<file path="src/ulaVideoPkg.sv">
package ulaVideoPkg;

   // Raster position and video RAM address types
   typedef logic [8:0]  hCount_t;
   typedef logic [8:0]  vCount_t;
   typedef logic [13:0] vramAddr_t;

   // Bright bit on top of GRB
   typedef logic [3:0] igrb_t;

   // Three bits each of G, R and B, G in the top bits
   typedef logic [8:0] rgb9_t;

   // Spectrum attribute byte
   typedef struct packed {
      logic       flash;
      logic       bright;
      logic [2:0] paper;
      logic [2:0] ink;
   } attr_t;

   ////////////////////////////////////////////////////////////
   // Sinclair 48K raster
   ////////////////////////////////////////////////////////////

   localparam int LineLength  = 448;
   localparam int FrameLines  = 312;
   localparam int PaperLastX  = 255;
   localparam int PaperLastY  = 191;
   localparam int FetchLead   = 8;
   localparam int IntLine     = 248;
   localparam int IntFirst    = 2;
   localparam int IntLast     = 65;
   localparam int HsyncFirst  = 344;
   localparam int HsyncLast   = 375;
   localparam int VsyncFirst  = 248;
   localparam int VsyncLast   = 251;

   // Phases of hc[2:0] inside each character cell
   localparam int ColumnLatchPhase = 3;
   localparam int AttrOutPhase     = 4;

   ////////////////////////////////////////////////////////////
   // IGRB to GGGRRRBBB
   ////////////////////////////////////////////////////////////

   localparam logic [2:0] LevelNone = 3'b000;
   localparam logic [2:0] LevelHalf = 3'b101;
   localparam logic [2:0] LevelFull = 3'b111;

   // Index 0 and 8 are both black
   localparam rgb9_t ColourTable [16] = '{
      {LevelNone, LevelNone, LevelNone},
      {LevelNone, LevelNone, LevelHalf},
      {LevelNone, LevelHalf, LevelNone},
      {LevelNone, LevelHalf, LevelHalf},
      {LevelHalf, LevelNone, LevelNone},
      {LevelHalf, LevelNone, LevelHalf},
      {LevelHalf, LevelHalf, LevelNone},
      {LevelHalf, LevelHalf, LevelHalf},
      {LevelNone, LevelNone, LevelNone},
      {LevelNone, LevelNone, LevelFull},
      {LevelNone, LevelFull, LevelNone},
      {LevelNone, LevelFull, LevelFull},
      {LevelFull, LevelNone, LevelNone},
      {LevelFull, LevelNone, LevelFull},
      {LevelFull, LevelFull, LevelNone},
      {LevelFull, LevelFull, LevelFull}
   };

endpackage

</file>
<file path="src/ulaCpuPkg.sv">
package ulaCpuPkg;

   // Z80 bus words
   typedef logic [15:0] cpuAddr_t;
   typedef logic [7:0]  cpuData_t;

   ////////////////////////////////////////////////////////////
   // Port 0xFE
   ////////////////////////////////////////////////////////////

   // Any even address selects the ULA
   localparam int FeSelectBit = 0;

   // Write data layout
   localparam int FeBorderLsb  = 0;
   localparam int FeBorderBits = 3;
   localparam int FeMicBit     = 3;
   localparam int FeSpkBit     = 4;

endpackage

</file>
<file path="src/ulaFetchIf.sv">
`timescale 1ns/1ps

interface ulaFetchIf;

   // Video RAM address select, one cycle each
   logic bitmapAddr;
   logic attrAddr;

   // Capture strobes for the fetch registers
   logic bitmapLoad;
   logic attrLoad;

   // Serializer and attribute output stage loads
   logic shiftLoad;
   logic attrOutLoad;

   // High while the shifted paper area is on screen
   logic paperEnable;

   modport control (
      output bitmapAddr, attrAddr, bitmapLoad, attrLoad,
      output shiftLoad, attrOutLoad, paperEnable
   );

   modport datapath (
      input bitmapAddr, attrAddr, bitmapLoad, attrLoad,
      input shiftLoad, attrOutLoad, paperEnable
   );

endinterface

</file>
<file path="src/rasterCounter.sv">
`timescale 1ns/1ps

module rasterCounter
   import ulaVideoPkg::*;
#(
   parameter int FlashBits = 5
) (
   input  logic    clk7,
   input  logic    rst_n,
   output hCount_t hc,
   output vCount_t vc,
   output logic    hsync,
   output logic    vsync,
   output logic    intN,
   output logic    flashPhase
);

   localparam hCount_t HcLast     = hCount_t'(LineLength - 1);
   localparam vCount_t VcLast     = vCount_t'(FrameLines - 1);
   localparam hCount_t HsFirst    = hCount_t'(HsyncFirst);
   localparam hCount_t HsLast     = hCount_t'(HsyncLast);
   localparam vCount_t VsFirst    = vCount_t'(VsyncFirst);
   localparam vCount_t VsLast     = vCount_t'(VsyncLast);
   localparam vCount_t IntVc      = vCount_t'(IntLine);
   localparam hCount_t IntFirstHc = hCount_t'(IntFirst);
   localparam hCount_t IntLastHc  = hCount_t'(IntLast);

   logic                 lineEnd;
   logic [FlashBits-1:0] flashCount;

   assign lineEnd = (hc == HcLast);

   // Pixel and line counters
   always_ff @(posedge clk7) begin
      if (!rst_n) begin
         hc <= '0;
         vc <= '0;
      end else begin
         hc <= lineEnd ? '0 : hc + 1'b1;
         if (lineEnd) begin
            // Frame wraps after the last line
            vc <= (vc == VcLast) ? '0 : vc + 1'b1;
         end
      end
   end

   // One tick per frame, at the start of the interrupt line
   always_ff @(posedge clk7) begin
      if (!rst_n) begin
         flashCount <= '0;
      end else if (vc == IntVc && hc == '0) begin
         flashCount <= flashCount + 1'b1;
      end
   end

   assign flashPhase = flashCount[FlashBits-1];

   // Active low windows straight from the counters
   assign hsync = !(hc >= HsFirst && hc <= HsLast);
   assign vsync = !(vc >= VsFirst && vc <= VsLast);

   // 64 pixel clocks, i.e. 32 T-states
   assign intN = !(vc == IntVc && hc >= IntFirstHc && hc <= IntLastHc);

endmodule

</file>
<file path="src/fetchControl.sv">
`timescale 1ns/1ps

module fetchControl
   import ulaVideoPkg::*;
(
   input  hCount_t        hc,
   input  vCount_t        vc,
   ulaFetchIf.control     fetch
);

   // Fetches run FetchLead pixels ahead of the shifted display window
   localparam hCount_t FetchLastHc  = hCount_t'(PaperLastX);
   localparam hCount_t PaperFirstHc = hCount_t'(FetchLead);
   localparam hCount_t PaperLastHc  = hCount_t'(PaperLastX + FetchLead);
   localparam vCount_t PaperLastVc  = vCount_t'(PaperLastY);

   logic paperLine;
   logic fetchWindow;
   logic cellPhase;

   assign paperLine   = (vc <= PaperLastVc);
   assign fetchWindow = paperLine && (hc <= FetchLastHc);
   assign cellPhase   = (hc[2:0] == 3'(AttrOutPhase));

   ////////////////////////////////////////////////////////////
   // Video RAM fetch sequence
   ////////////////////////////////////////////////////////////

   // Two cells per 16 clocks, bitmap then attribute
   always_comb begin
      fetch.bitmapAddr = 1'b0;
      fetch.bitmapLoad = 1'b0;
      fetch.attrAddr   = 1'b0;
      fetch.attrLoad   = 1'b0;
      if (fetchWindow) begin
         case (hc[3:0])
            4'd8, 4'd12: begin
               fetch.bitmapAddr = 1'b1;
            end
            4'd9, 4'd13: begin
               // Data valid on the second cycle
               fetch.bitmapAddr = 1'b1;
               fetch.bitmapLoad = 1'b1;
            end
            4'd10, 4'd14: begin
               fetch.attrAddr = 1'b1;
            end
            4'd11, 4'd15: begin
               fetch.attrAddr = 1'b1;
               fetch.attrLoad = 1'b1;
            end
            default: begin
               // First half of each 16 clocks is free
               fetch.bitmapAddr = 1'b0;
            end
         endcase
      end
   end

   ////////////////////////////////////////////////////////////
   // Display strobes
   ////////////////////////////////////////////////////////////

   assign fetch.paperEnable = paperLine && (hc >= PaperFirstHc) && (hc <= PaperLastHc);

   // Attribute stage runs everywhere so the border follows it
   assign fetch.attrOutLoad = cellPhase;

   // Serializer only fed inside paper
   assign fetch.shiftLoad = fetch.paperEnable && cellPhase;

endmodule

</file>
<file path="src/videoDatapath.sv">
`timescale 1ns/1ps

module videoDatapath
   import ulaVideoPkg::*;
(
   input  logic                       clk7,
   input  hCount_t                    hc,
   input  vCount_t                    vc,
   input  logic [7:0]                 vramData,
   input  logic [$bits(igrb_t)-2:0]   border,
   input  logic                       flashPhase,
   ulaFetchIf.datapath                fetch,
   output vramAddr_t                  va,
   output rgb9_t                      rgb
);

   logic [4:0] colAddr;
   logic [7:0] bitmapData;
   attr_t      attrData;
   logic [7:0] shifter;
   attr_t      attrIn;
   attr_t      attrOut;
   logic       pixelBit;
   igrb_t      colourIndex;

   ////////////////////////////////////////////////////////////
   // Video RAM addressing
   ////////////////////////////////////////////////////////////

   // Column held for the whole fetch pair
   always_ff @(posedge clk7) begin
      if (hc[2:0] == 3'(ColumnLatchPhase)) begin
         colAddr <= hc[7:3];
      end
   end

   // Bitmap lines interleaved by thirds, attributes in a flat block at 0x1800
   always_comb begin
      va = '0;
      if (fetch.bitmapAddr) begin
         va = {1'b0, vc[7:6], vc[2:0], vc[5:3], colAddr};
      end else if (fetch.attrAddr) begin
         va = {1'b0, 3'b110, vc[7:3], colAddr};
      end
   end

   ////////////////////////////////////////////////////////////
   // Fetch registers and serializer
   ////////////////////////////////////////////////////////////

   always_ff @(posedge clk7) begin
      if (fetch.bitmapLoad) begin
         bitmapData <= vramData;
      end
      if (fetch.attrLoad) begin
         attrData <= attr_t'(vramData);
      end
   end

   // MSB first, empties to paper colour between loads
   always_ff @(posedge clk7) begin
      if (fetch.shiftLoad) begin
         shifter <= bitmapData;
      end else begin
         shifter <= {shifter[6:0], 1'b0};
      end
   end

   ////////////////////////////////////////////////////////////
   // Attribute stage
   ////////////////////////////////////////////////////////////

   // Border shows up as paper, no bright, no flash
   always_comb begin
      if (fetch.paperEnable) begin
         attrIn = attrData;
      end else begin
         attrIn.flash  = 1'b0;
         attrIn.bright = 1'b0;
         attrIn.paper  = border;
         attrIn.ink    = 3'b000;
      end
   end

   always_ff @(posedge clk7) begin
      if (fetch.attrOutLoad) begin
         attrOut <= attrIn;
      end
   end

   ////////////////////////////////////////////////////////////
   // Colour output
   ////////////////////////////////////////////////////////////

   // Flash swaps ink and paper
   assign pixelBit = shifter[7] ^ (attrOut.flash & flashPhase);

   assign colourIndex = {attrOut.bright, pixelBit ? attrOut.ink : attrOut.paper};

   assign rgb = ColourTable[colourIndex];

endmodule

</file>
<file path="src/cpuPorts.sv">
`timescale 1ns/1ps

module cpuPorts
   import ulaCpuPkg::*;
(
   input  logic                    clk7,
   input  logic                    rst_n,
   input  cpuAddr_t                a,
   input  logic                    iorqN,
   input  logic                    rdN,
   input  logic                    wrN,
   input  cpuData_t                din,
   input  logic                    ear,
   input  logic [4:0]              kbd,
   input  logic                    issue2Keyboard,
   output cpuData_t                dout,
   output logic [FeBorderBits-1:0] border,
   output logic                    mic,
   output logic                    spk
);

   logic feSelect;
   logic feWrite;
   logic feRead;
   logic earProcessed;

   // Partial decode on A0 only
   assign feSelect = !iorqN && !a[FeSelectBit];
   assign feWrite  = feSelect && !wrN;
   assign feRead   = feSelect && !rdN;

   ////////////////////////////////////////////////////////////
   // Port 0xFE write
   ////////////////////////////////////////////////////////////

   always_ff @(posedge clk7) begin
      if (!rst_n) begin
         // Red border out of reset
         border <= FeBorderBits'(2);
         mic    <= 1'b0;
         spk    <= 1'b0;
      end else if (feWrite) begin
         border <= din[FeBorderLsb +: FeBorderBits];
         mic    <= din[FeMicBit];
         spk    <= din[FeSpkBit];
      end
   end

   ////////////////////////////////////////////////////////////
   // Port 0xFE read
   ////////////////////////////////////////////////////////////

   // Issue 2 boards also see MIC on the EAR input
   assign earProcessed = issue2Keyboard ? (ear ^ (spk | mic)) : (ear ^ spk);

   // Unused bits float high
   assign dout = feRead ? {1'b1, earProcessed, 1'b1, kbd} : 8'hFF;

endmodule

</file>
<file path="src/ulaTop.sv">
`timescale 1ns/1ps

module ulaTop
   import ulaVideoPkg::*, ulaCpuPkg::*;
#(
   parameter int FlashBits = 5
) (
   input  logic       clk7,
   input  logic       rst_n,
   // CPU bus
   input  cpuAddr_t   a,
   input  logic       iorqN,
   input  logic       rdN,
   input  logic       wrN,
   input  cpuData_t   din,
   output cpuData_t   dout,
   // Video RAM
   output vramAddr_t  va,
   input  cpuData_t   vramData,
   // Tape and keyboard
   input  logic       ear,
   input  logic [4:0] kbd,
   input  logic       issue2Keyboard,
   output logic       mic,
   output logic       spk,
   // Video out
   output rgb9_t      rgb,
   output logic       hsync,
   output logic       vsync,
   output logic       intN
);

   hCount_t                  hc;
   vCount_t                  vc;
   logic                     flashPhase;
   logic [$bits(igrb_t)-2:0] borderColour;

   ulaFetchIf fetchBus ();

   rasterCounter #(
      .FlashBits (FlashBits)
   ) uRaster (
      .clk7       (clk7),
      .rst_n      (rst_n),
      .hc         (hc),
      .vc         (vc),
      .hsync      (hsync),
      .vsync      (vsync),
      .intN       (intN),
      .flashPhase (flashPhase)
   );

   fetchControl uFetch (
      .hc    (hc),
      .vc    (vc),
      .fetch (fetchBus.control)
   );

   videoDatapath uVideo (
      .clk7       (clk7),
      .hc         (hc),
      .vc         (vc),
      .vramData   (vramData),
      .border     (borderColour),
      .flashPhase (flashPhase),
      .fetch      (fetchBus.datapath),
      .va         (va),
      .rgb        (rgb)
   );

   cpuPorts uPorts (
      .clk7           (clk7),
      .rst_n          (rst_n),
      .a              (a),
      .iorqN          (iorqN),
      .rdN            (rdN),
      .wrN            (wrN),
      .din            (din),
      .ear            (ear),
      .kbd            (kbd),
      .issue2Keyboard (issue2Keyboard),
      .dout           (dout),
      .border         (borderColour),
      .mic            (mic),
      .spk            (spk)
   );

endmodule

</file>
<file path="config.mk">
export PLATFORM = sky130hd
export DESIGN_NAME = ulaTop
export DESIGN_NICKNAME = d
export VERILOG_FILES = /design/src/ulaVideoPkg.sv /design/src/ulaCpuPkg.sv /design/src/ulaFetchIf.sv /design/src/rasterCounter.sv /design/src/fetchControl.sv /design/src/videoDatapath.sv /design/src/cpuPorts.sv /design/src/ulaTop.sv
export SDC_FILE = /design/constraint.sdc
export NUM_CORES = 1
export LEC_CHECK = 0
export BUFFER_PORTS_ARGS = -buffer_cell sky130_fd_sc_hd__buf_2
export CORE_ASPECT_RATIO = 1.4
export CORE_MARGIN = 2
export CORE_UTILIZATION = 45
export CTS_BUF_LIST = sky130_fd_sc_hd__clkbuf_8
export CTS_CLUSTER_DIAMETER = 60
export DETAILED_ROUTE_END_ITERATION = 8
export MAX_ROUTING_LAYER = met4
export PLACE_DENSITY = 0.8
export SYNTH_ARGS = -nofsm -noshare
export SYNTH_HDL_FRONTEND = slang
export SYNTH_HIERARCHICAL = 1
export SYNTH_SLANG_ARGS = --single-unit
</file>
<file path="constraint.sdc">
create_clock -name clk7 -period 2.2 [get_ports clk7]
set_input_delay 0.44 -clock clk7 [delete_from_list [all_inputs] [get_ports clk7]]
set_output_delay 0.44 -clock clk7 [all_outputs]
set_load 0.05 [all_outputs]
</file>
Yosys cells after proc, flatten, opt, wreduce, memory -nomap -nowiden
Memories as Yosys holds them, arrays and structs flattened.
Cells that the tools add are included.
{"block": "classes", "bitwise": 7, "add_sub_neg": 3, "magnitude_cmp": 11, "n_mux": 18, "reduce_logical": 25, "n_eq_ne": 13}
{"operator": "4-bit equality test, second input constant", "n": 8}
{"operator": "9-bit by 8-bit less-or-equal comparator with 1-bit output, second input constant", "n": 3}
{"operator": "9-bit two-way mux", "n": 3}
{"operator": "9-bit by 1-bit adder with 9-bit output, second input constant", "n": 2}
{"operator": "9-bit equality test, second input constant", "n": 2}
{"operator": "9-bit less-or-equal comparator, second input constant", "n": 2}
{"operator": "14-bit two-way mux", "n": 1}
{"operator": "13-bit two-way mux", "n": 1}
{"operator": "1-bit logical AND", "n": 12}
{"operator": "9-bit by 8-bit equality test with 1-bit output, second input constant", "n": 1}
{"operator": "9-bit by 2-bit greater-or-equal comparator with 1-bit output, second input constant", "n": 1}
{"operator": "9-bit by 4-bit greater-or-equal comparator with 1-bit output, second input constant", "n": 1}
{"operator": "9-bit by 8-bit greater-or-equal comparator with 1-bit output, second input constant", "n": 1}
{"operator": "9-bit greater-or-equal comparator, second input constant", "n": 1}
{"operator": "9-bit by 7-bit less-or-equal comparator with 1-bit output, second input constant", "n": 1}
{"operator": "9-bit zero test", "n": 1}
{"operator": "1-bit two-way mux", "n": 9}
{"operator": "8-bit two-way mux", "n": 1}
{"operator": "4-bit OR reduction", "n": 2}
{"operator": "1-bit zero test", "n": 7}
{"operator": "7-bit two-way mux", "n": 1}
{"operator": "6-bit two-way mux", "n": 1}
{"operator": "2-bit OR reduction", "n": 3}
{"operator": "5-bit by 1-bit adder with 5-bit output, second input constant", "n": 1}
{"operator": "9 further kinds", "n": 11}
{"block": "word_totals", "wordCells": 96, "input_bits": 44, "output_inout_bits": 36, "mem_bits_ro": 144, "memories": 1, "reg_bits": 65}
{"memory": "(no name shown)", "depth": 16, "word_bits": 9, "read_ports": 1, "rd_clocked_by_memory_dff": 0, "write_ports": 0, "line_no": "videoDatapath.sv:100", "source": "assign rgb = ColourTable[colourIndex];"}

Longest topological paths before layout
Gate-level depths: netlist of the first run.
{"block": "logic_depth", "ltp_word": 7, "ltp_mapped": 7, "ltp_nobuf": 6}

By module
The synthesis of the first run kept the hierarchy.
{"module": "videoDatapath", "cells_per_inst": 93, "area_per_inst_um2": 1438.9, "instances": 1}
{"module": "rasterCounter", "cells_per_inst": 147, "area_per_inst_um2": 1267.5, "instances": 1}
{"module": "cpuPorts", "cells_per_inst": 35, "area_per_inst_um2": 296.5, "instances": 1}
{"module": "fetchControl", "cells_per_inst": 11, "area_per_inst_um2": 78.8, "instances": 1}

Worst setup path after synthesis of the first run
OpenSTA, ideal clock, no wires.
{"block": "synth_timing", "path_kind": "register -> output", "start": "reg uRaster.vc[6]", "end": "out va[0]", "arrival_ps": 2274, "setup_slack_ps": -514, "path_stages_with_launch": 5, "n_path_buf": 0, "path_cell_list": "dfxtp_1 -> a21oi_1 -> nor4bb_1 -> nor2_1 -> nor2b_1"}
{"block": "synth_between", "elab_cells_between_ends": 6, "cone_classes": "order compare (1); mux (4); reduce/logical (1)"}
{"element": "start, declared", "line_no": "rasterCounter.sv:11", "source": "output vCount_t vc,"}
{"element": "start signal, assigned", "line_no": "rasterCounter.sv:42", "source": "vc <= (vc == VcLast) ? '0 : vc + 1'b1;"}
{"element": "9-bit by 8-bit less-or-equal comparator with 1-bit output", "line_no": "fetchControl.sv:21", "source": "assign paperLine = (vc <= PaperLastVc);"}
{"element": "1-bit logical AND", "line_no": "fetchControl.sv:22", "source": "assign fetchWindow = paperLine && (hc <= FetchLastHc);"}
{"element": "1-bit two-way mux", "line_no": "fetchControl.sv:35", "source": "if (fetchWindow) begin"}
{"element": "named net fetchBus.bitmapAddr", "line_no": "ulaFetchIf.sv:6", "source": "logic bitmapAddr;"}
{"element": "14-bit two-way mux", "line_no": "videoDatapath.sv:40", "source": "if (fetch.bitmapAddr) begin"}
{"element": "end, declared", "line_no": "ulaTop.sv:18", "source": "output vramAddr_t va,"}
The timed path passes the listed nets, and every way through them passes these cells.

Worst setup path in the final report of the first run
{"block": "layout_timing", "start": "reg uRaster.vc[6]", "end": "out va[8]"}
{"block": "layout_between", "elab_chain_cells": 5, "elab_cells_between_ends": 6, "cone_classes": "order compare (1); mux (4); reduce/logical (1)"}
{"element": "9-bit by 8-bit less-or-equal comparator with 1-bit output", "line_no": "fetchControl.sv:21"}
{"element": "1-bit logical AND", "line_no": "fetchControl.sv:22"}
{"element": "1-bit two-way mux", "line_no": "fetchControl.sv:35"}
{"element": "named net fetchBus.attrAddr", "line_no": "ulaFetchIf.sv:7", "source": "logic attrAddr;"}
{"element": "13-bit two-way mux", "line_no": "videoDatapath.sv:42", "source": "end else if (fetch.attrAddr) begin"}
{"element": "14-bit two-way mux", "line_no": "videoDatapath.sv:40"}
The timed path passes the listed nets, and every way through them passes these cells.

==> metrics.txt, run 1 <==
status=finished, final reports clean; top post-synthesis cells by count=36 x dfxtp_1, 31 x nand2_1, 29 x edfxtp_1; Max Clk Rate=465.5 MHz; total grt overflow=0; Synth Cell Area=0.003082 mm²; Num CTS Buffers=9; global-route wire length before repair=10050 µm; Reg clk slew, reported paths=0.07 ns; final count of negative-setup-slack endpoints=0; critical path's slowest cell=dfxtp_1; Reg2Reg Setup Slack=0.16 ns; initial antenna violation count=0; Syn. warnings=6; CP Capture Type=output port; fin nets=414; Synth Flop Type=dfxtp_1; top cells by area, synth=edfxtp_1 28%, dfxtp_1 23%, mux2_2 4.8%; CTS Root Cell=clkbuf_8; period utilization=97.65%; Setup crit start=uRaster/vc[6]$_SDFFE_PN0N_; drt initial violations=118; largest area contributor in the netlist=edfxtp_1; Area Growth Syn to Fin=25.46%; Die Ht=101.9 µm; Pre-antenna DRT Iters=4; Worst Path Max Fanout=3; Detailed Route WL=6596 µm; H-tree depth=3; CTS Buffer Depth=2; clock tree from TritonCTS=yes; Setup crit start kind=flop; CP max stage delay=0.33 ns; skew final=0.01023 ns; Post-synth EDFFs=29; post-DP HPWL=4886 µm; PortBufs=58; reg2reg start=uRaster/hc[7]$_SDFF_PP0_; cells after synthesis=286; CP Class=reg2out; Worst Path Required=1.76 ns; post-layout min period=2.148 ns; Yosys reg bits=65; top-area cell type share of the netlist area=28.26%; layout cell share with drive strength beyond 1=38.75%; Tot GR Track Use=18.42%; HP Class=in2reg; Worst Min Path Start=vramData[7]; placer's final routability congestion estimate=0.8983; setup TNS=0 ns; syn avg cell area=10.78 µm²; largest net degree at the start of global routing=18; post-synthesis async set-or-reset flop share=0%; WP buf/inv=2; n_diodes=0; PwrDens=599.1 mW/mm²; hold slack final=0.3098 ns; Vias=2399; worst skew pair latency=0.33 ns; die area=0.007536 mm²; Worst path depth=6; CP arrival=1.71 ns; R2R cell count=4; DIE WIDTH=73.94 µm; FP Rows=35; Cells on Worst Hold Path=1; RSZ-0062 raised after global routing=true; max cap viols=0; core area=0.006613 mm²; critical-path cell list=a21oi_2 > and4b_2 > buf_4 > nor2b_4 > a22o_1 > buf_6; Peak VDD IR=0.4063 mV; DRT antenna net count=0; Residual DRC=0; Final Max Tran Viols=0; Clock Sink Count=65; count leader, synth=dfxtp_1; Lkg Pwr=1.567 nW; DR WL/cell=14.31 µm; post-synthesis sequential area ratio=51.64%; Final Hold Fails=0; synth unique cells=53; critical path's top delay family=simple AND/OR/NAND/NOR gates; vias in the first global route=2259; Starting Density=46.60%; io pins=80; DR vias/cell=5.204
[power breakdown]
group / internal (mW) / switching, mW / total [mW]
sequential: 1.27 / 0.0115 / 1.28
clock: 0.406 / 0.461 / 0.867
combinational: 0.0575 / 0.108 / 0.165
[cells by family (layout without fill, tap and decap cells)]
kind of cell	after synthesis	after routing	synth area share, %
compound gates	35	35	7.714
xor+xnor	9	9	2.802
fa+ha+maj	6	6	2.436
buf+inv	24	106	4.872
flops	65	65	51.64
mux	22	22	7.674
other cells	2	3	0.2437
simple gates	123	123	22.62
[sequential cells by signal (all words and copies together), names as in the netlist]
register / flops
uRaster/hc: 9
uVideo/attrData: 8
uPorts/mic: 1
uRaster/vc: 9
uVideo/attrOut: 8
uVideo/shifter: 8
uPorts/spk: 1
uPorts/border: 3
uRaster/flashCount: 5
uVideo/bitmapData: 8
uVideo/colAddr: 5
[path summary, 6_finish.rpt]
path	end
worst max-delay path	va[8]
worst min-delay path	uVideo/bitmapData[7]$_DFFE_PP_
worst max register to register	uVideo/attrOut[5]$_DFFE_PP_
worst min register to register	uVideo/shifter[2]$_DFF_P_
[per-stage QoR]
stage | instances | utilization, % | total power [mW] | worst slack [ns] | cell area, µm²
after floorplan | 287 | - | 1.412 | -0.1236 | 3112
after global placement | 441 | 53.70 | 1.465 | 0.1049 | 3551
after detailed placement | 441 | 53.70 | 1.471 | 0.005696 | 3551
after CTS | 459 | 57.31 | 2.337 | -0.05450 | 3790
after global routing | 461 | 58.47 | 2.410 | -0.04206 | 3866
final | 461 | 58.47 | 2.316 | 0.05175 | 3866
[repair_timing]
item | CTS | global route
pin swaps | 3 | 8
setup buffers | 2 | 2
setup endpoints to repair | 20 | 22
gates resized for setup | 13 | 29
hold buffers | 0 | 0
[metal layers]
| metal | GRT usage, % | vias up | part of all wire [%] | routed length, µm |
|---|---|---|---|---|
| li1 | - | 1182 | - | - |
| met1 | 18.64 | 1141 | 38 | 2511 |
| met2 | 32.90 | 62 | 56 | 3710 |
| met3 | 4.635 | 14 | 3.7 | 244 |
| met4 | 7.972 | 0 | 2.0 | 129 |
| met5 | - | - | 0 | 0 |
[layout by cell type (no fill, tap or decap), drive strengths merged, types with 2 or more instances in the layout]
cell | netlist | routed
clkbuf | 3 | 15
buf | 14 | 77
nor4 | 4 | 4
nor3b | 3 | 3
or4 | 5 | 5
o21bai | 2 | 2
nand4b | 2 | 2
nand3 | 11 | 11
nand3b | 2 | 2
a31oi | 2 | 2
dfxtp | 36 | 36
and3 | 2 | 2
and4b | 2 | 2
clkinv | 0 | 3
edfxtp | 29 | 29
conb | 2 | 3
nand2b | 6 | 6
a22o | 2 | 2
mux2 | 13 | 13
or3 | 3 | 3
ha | 6 | 6
nor2b | 11 | 11
nor3 | 4 | 4
inv | 7 | 9
xor2 | 6 | 6
nor2 | 19 | 19
and2 | 9 | 9
o21ai | 5 | 5
mux2i | 9 | 9
xnor2 | 3 | 3
o31ai | 5 | 5
and4 | 2 | 2
clkinvlp | 0 | 2
nand2 | 32 | 32
a21oi | 11 | 11
nand4 | 2 | 2
[final cells by class]
| cell class | instances | area, µm² |
|---|---|---|
| clock buffers | 9 | 123.9 |
| clock inverters | 7 | 45.04 |
| fillers | 554 | 2746 |
| inverters | 7 | 26.28 |
| multi-input cells | 198 | 1431 |
| flip-flops and latches | 65 | 1600 |
| well taps | 92 | 115.1 |
| repair buffers | 83 | 524.3 |
(Power assumes the default switching activity.)
==> run 2: changes to the inputs <==
--- a/config.mk
+++ b/config.mk
@@ -12,6 +12,7 @@
 export CTS_BUF_LIST = sky130_fd_sc_hd__clkbuf_8
 export CTS_CLUSTER_DIAMETER = 60
 export DETAILED_ROUTE_END_ITERATION = 8
+export GPL_TIMING_DRIVEN = 0
 export MAX_ROUTING_LAYER = met4
 export PLACE_DENSITY = 0.8
 export SYNTH_ARGS = -nofsm -noshare
==> run 2 against run 1 <==
Net effect:
- global-route usage is 2.4 points higher
- wire length up 17%
- the run now ends with setup timing left
- fmax shrank 3.7%
- largest cell class unchanged
- critical path depth increased by 1
==> metrics.txt, run 2 (synthesis results as in run 1) <==
global-route wire length before repair=11390 µm; Detailed Route WL=7732 µm; Residual DRC=0; most common cell after layout, fill and taps aside=buf_2; DR vias/cell=5.440; hold slack final=0.2926 ns; vias in the first global route=2488; clock tree from TritonCTS=yes; commonest cells after routing, fill and taps aside=37 x buf_2, 31 x buf_4, 30 x nand2_1; io pins=80; Tot GR Track Use=20.84%; failing checks=setup timing; drt initial violations=145; worst skew pair latency=0.34 ns; HP Class=in2reg; placer's final routability congestion estimate=0.8765; PortBufs=57; Clock Sink Count=65; final count of negative-setup-slack endpoints=9; CP arrival=1.79 ns; Num CTS Buffers=9; Peak VDD IR=0.3655 mV; PnR worst setup slack=-0.03021 ns; DP Worst Slack=-0.4546 ns; Starting Density=46.60%; initial antenna violation count=0; Worst-Margin Slew=0.6795 ns; Lkg Pwr=1.714 nW; DRT antenna net count=0; CP Class=reg2out; Vias=2595; Die Ht=101.9 µm; n_diodes=0; Max Clk Rate=448.4 MHz; Setup crit start kind=flop; Worst Path Max Fanout=5; final non-filler cell total=477; H-tree depth=3; Area Growth Syn to Fin=37.84%; DIE WIDTH=73.94 µm; total grt overflow=0; RSZ-0062 raised after global routing=true; Pwr Total=2.412 mW; Final Max Tran Viols=0; PwrDens=567.9 mW/mm²; core area=0.006613 mm²; layout cell share with drive strength beyond 1=44.16%; Cells on Worst Hold Path=1; top flop regs=uRaster/hc x9, uRaster/vc x9; CP Capture Type=output port; setup TNS=-0.1430 ns; status=finished, violations left; die area=0.007536 mm²; largest net degree at the start of global routing=13; FP Rows=35; slew margin rel.=54.50%; R2R cell count=5; DR WL/cell=16.21 µm; Final Hold Fails=0; fin nets=430; Fill cells=475; max cap viols=0; period utilization=101.4%; CTS Root Cell=clkbuf_8; post-DP HPWL=4644 µm; CTS Buffer Depth=2; Worst Path Required=1.76 ns; Reg clk slew, reported paths=0.07 ns; skew final=0.005481 ns; post-layout min period=2.230 ns; Pre-antenna DRT Iters=5; Placed Cells=436
run 2: area by class of cell:
cell class                      instances  area [µm²]  area share, %
Sequential cell                        65        1630          38.38
Timing Repair Buffer                   84       638.1          15.02
Tap cell                               92       115.1          2.710
Clock inverter                          7       62.56          1.473
Clock buffer                            9       123.9          2.916
Buffer                                 15       117.6          2.769
Multi-Input combinational cell        198        1534          36.11
Inverter                                7       26.28         0.6186
run 2: final timing paths:
check	from	to	slack, ns
worst min-delay path	vramData[5]	uVideo/attrData[5]$_DFFE_PP_	0.29
worst min register to register	uVideo/shifter[4]$_DFF_P_	uVideo/shifter[5]$_DFF_P_	0.46
worst max register to register	uRaster/hc[7]$_SDFF_PP0_	uVideo/shifter[2]$_DFF_P_	0.07
worst max-delay path	uRaster/vc[7]$_SDFFE_PN0N_	va[4]	-0.03
run 2: worst max-delay path: stages, from the launching register on:
cell      delay, ns
dfxtp_4        0.36
a21oi_4        0.19
nor4bb_4       0.25
buf_4          0.18
nor2_4         0.04
buf_8          0.15
nor2b_4        0.12
buf_6          0.16
run 2: timing repair:
action | 4_1_cts | 5_1_grt
pin swaps | 7 | 5
gates resized for setup | 56 | 59
setup endpoints to repair | 28 | 32
hold buffers | 0 | 0
setup buffers | 20 | 8
run 2: per-layer routing:
metal  GRT usage, %  wire length [µm]  vias to the layer above
li1               -                 -                     1203
met1          20.52              2790                     1250
met2          35.58              4361                      110
met3          6.410               335                       32
met4          12.03               244                        0
met5              -                 0                        -
run 2: power breakdown:
part / leakage (nW) / internal (mW) / switching, mW
Combinational: 1.05 / 0.0623 / 0.104
Clock: 0.0939 / 0.511 / 0.451
Sequential: 0.566 / 1.27 / 0.0187
Total: 1.71 / 1.84 / 0.574
run 2: per-stage QoR:
step | cell area (µm²) | utilization [%]
finish | 4248 | 64.24
global route | 4248 | 64.24
CTS | 4028 | 60.91
detailed placement | 3512 | 53.11
floorplan | 3112 | -
global placement | 3512 | 53.11
==> run 3: changes to the inputs <==
==> constraint.sdc (replaced) <==
create_clock -name clk7 -period 2.2 [get_ports clk7]
set_input_delay 0.55 -clock clk7 [delete_from_list [all_inputs] [get_ports clk7]]
set_output_delay 0.55 -clock clk7 [all_outputs]
set_load 0.05 [all_outputs]
==> run 3 against run 2 <==
Net effect:
- the run still ends with setup timing left
- via count shrank 4.6%
- non-clock buffer count shrank 11
- critical path type unchanged
- global-route usage shrank 1.8 points
- final cell count shrank 2.3%
- largest cell class unchanged
- sequential power is essentially flat
- sequential share of layout area grew 0.21 points
- worst setup slack lost 0.078 ns
- fmax shrank 3.4%
- utilization shrank 0.49 points
- wire length shrank 11%
- clock skew grew 0.0036 ns
==> metrics.txt, run 3 (synthesis results as in run 1) <==
status=finished, violations left; failing checks=setup timing; io pins=80; # hold bufs at CTS=0; Reg2Reg Setup Slack=0.04 ns; core area=0.006613 mm²; skew final=0.009078 ns; Residual DRC=0; Worst Path Required=1.65 ns; HP Class=in2reg; RSZ-0062 raised after global routing=true; period utilization=104.9%; Placed Cells=436; top flop regs=uRaster/hc x9, uRaster/vc x9; critical path's slowest cell=dfxtp_4; clock tree from TritonCTS=yes; DRT antenna net count=0; slew margin rel.=50.38%; Reg clk slew, reported paths=0.07 ns; Worst-Margin Slew=0.7411 ns; CP Class=reg2out; CP max stage delay=0.37 ns; post-layout min period=2.308 ns; PnR worst setup slack=-0.1083 ns; die area=0.007536 mm²; Tot GR Track Use=19.06%; Starting Density=46.60%; Clock Sink Count=65; Max Clk Rate=433.2 MHz; DR vias/cell=5.311; post-DP HPWL=4497 µm; fin nets=419; Final Hold Fails=0; DIE WIDTH=73.94 µm; CTS Root Cell=clkbuf_8; initial antenna violation count=0; Num CTS Buffers=9; FP Rows=35; layout cell share with drive strength beyond 1=43.05%; worst skew pair latency=0.33 ns; Pre-antenna DRT Iters=5; Lkg Pwr=1.683 nW; commonest cells after routing, fill and taps aside=34 x buf_2, 29 x edfxtp_1, 28 x nand2_1; critical-path cell list=a21oi_4 > nor4bb_4 > buf_4 > nor2_4 > buf_12 > nor2b_4 > buf_8; Final Max Tran Viols=0; CP arrival=1.76 ns; global-route wire length before repair=10560 µm; Vias=2475; placer's final routability congestion estimate=0.9013; Worst Path Max Fanout=6; vias in the first global route=2372; H-tree depth=3; Peak VDD IR=0.4824 mV; CTS Buffer Depth=2; largest net degree at the start of global routing=13; PortBufs=57; final non-filler cell total=466; Setup crit start kind=flop; Die Ht=101.9 µm; total grt overflow=0; final count of negative-setup-slack endpoints=18; most common cell after layout, fill and taps aside=buf_2; DP Worst Slack=-0.3849 ns; Detailed Route WL=6884 µm; n_diodes=0; PwrDens=577.6 mW/mm²; CP Capture Type=output port; Area Growth Syn to Fin=36.78%; drt initial violations=151; max cap viols=0; DR WL/cell=14.77 µm
==> run 3: routing by layer <==
metal / GRT usage, % / wire length, µm / share of wire (%) / up-vias
li1: - / - / - / 1182
met1: 18.49 / 2559 / 37 / 1202
met2: 35.85 / 3865 / 56 / 79
met3: 4.635 / 352 / 5.1 / 12
met4: 6.573 / 108 / 1.6 / 0
met5: - / 0 / 0 / -
==> run 3: layout make-up <==
cell class / instances / area (µm²)
plain buffers: 14 / 113.9
clock buffers: 10 / 137.6
clock inverters: 6 / 58.81
fillers: 494 / 2397
inverters: 7 / 26.28
multi-input cells: 198 / 1528
flip-flops and latches: 65 / 1627
well taps: 92 / 115.1
repair buffers: 74 / 609.3
==> run 3: worst max-delay path, delay by kind of cell (launching register included) <==
| kind | cells | cell delay [ns] |
|---|---|---|
| AND/OR/NAND/NOR | 3 | 0.41 |
| AO/OA/AOI/OAI | 1 | 0.17 |
| flip-flops | 1 | 0.37 |
| buffers and inverters | 3 | 0.47 |
==> run 3: power by group <==
| group | switching, mW | internal [mW] | total (mW) |
|---|---|---|---|
| clock network | 0.438 | 0.546 | 0.984 |
| registers | 0.0179 | 1.27 | 1.28 |
| logic | 0.103 | 0.0632 | 0.166 |
| total | 0.559 | 1.88 | 2.43 |
==> run 3: worst paths after layout <==
| kind | from | endpoint | cells after the start |
|---|---|---|---|
| max | uRaster/vc[7]$_SDFFE_PN0N_ | va[0] | 7 |
| min | vramData[7] | uVideo/bitmapData[7]$_DFFE_PP_ | 1 |
| max reg2reg | uRaster/hc[7]$_SDFF_PP0_ | uVideo/attrOut[5]$_DFFE_PP_ | 4 |
| min reg2reg | uVideo/shifter[2]$_DFF_P_ | uVideo/shifter[3]$_DFF_P_ | 1 |
==> run 3: metrics by stage <==
step	hold slack [ns]	TNS [ns]	power, mW	cell area [µm²]	utilization [%]
finish	0.4000	-1.236	2.435	4215	63.75
global route	0.3896	-2.899	2.521	4215	63.75
CTS	0.3811	-1.384	2.454	4140	62.61
detailed placement	0.4452	-5.723	1.466	3563	53.89
global placement	0.4310	-4.815	1.463	3563	53.89
floorplan	0.4261	-0.009367	1.415	3163	-
==> run 3: timing repair <==
item	in CTS	in global routing
setup endpoints to repair	32	31
setup buffers	14	3
gates resized for setup	89	24
cloned	0	0
pin swaps	6	6
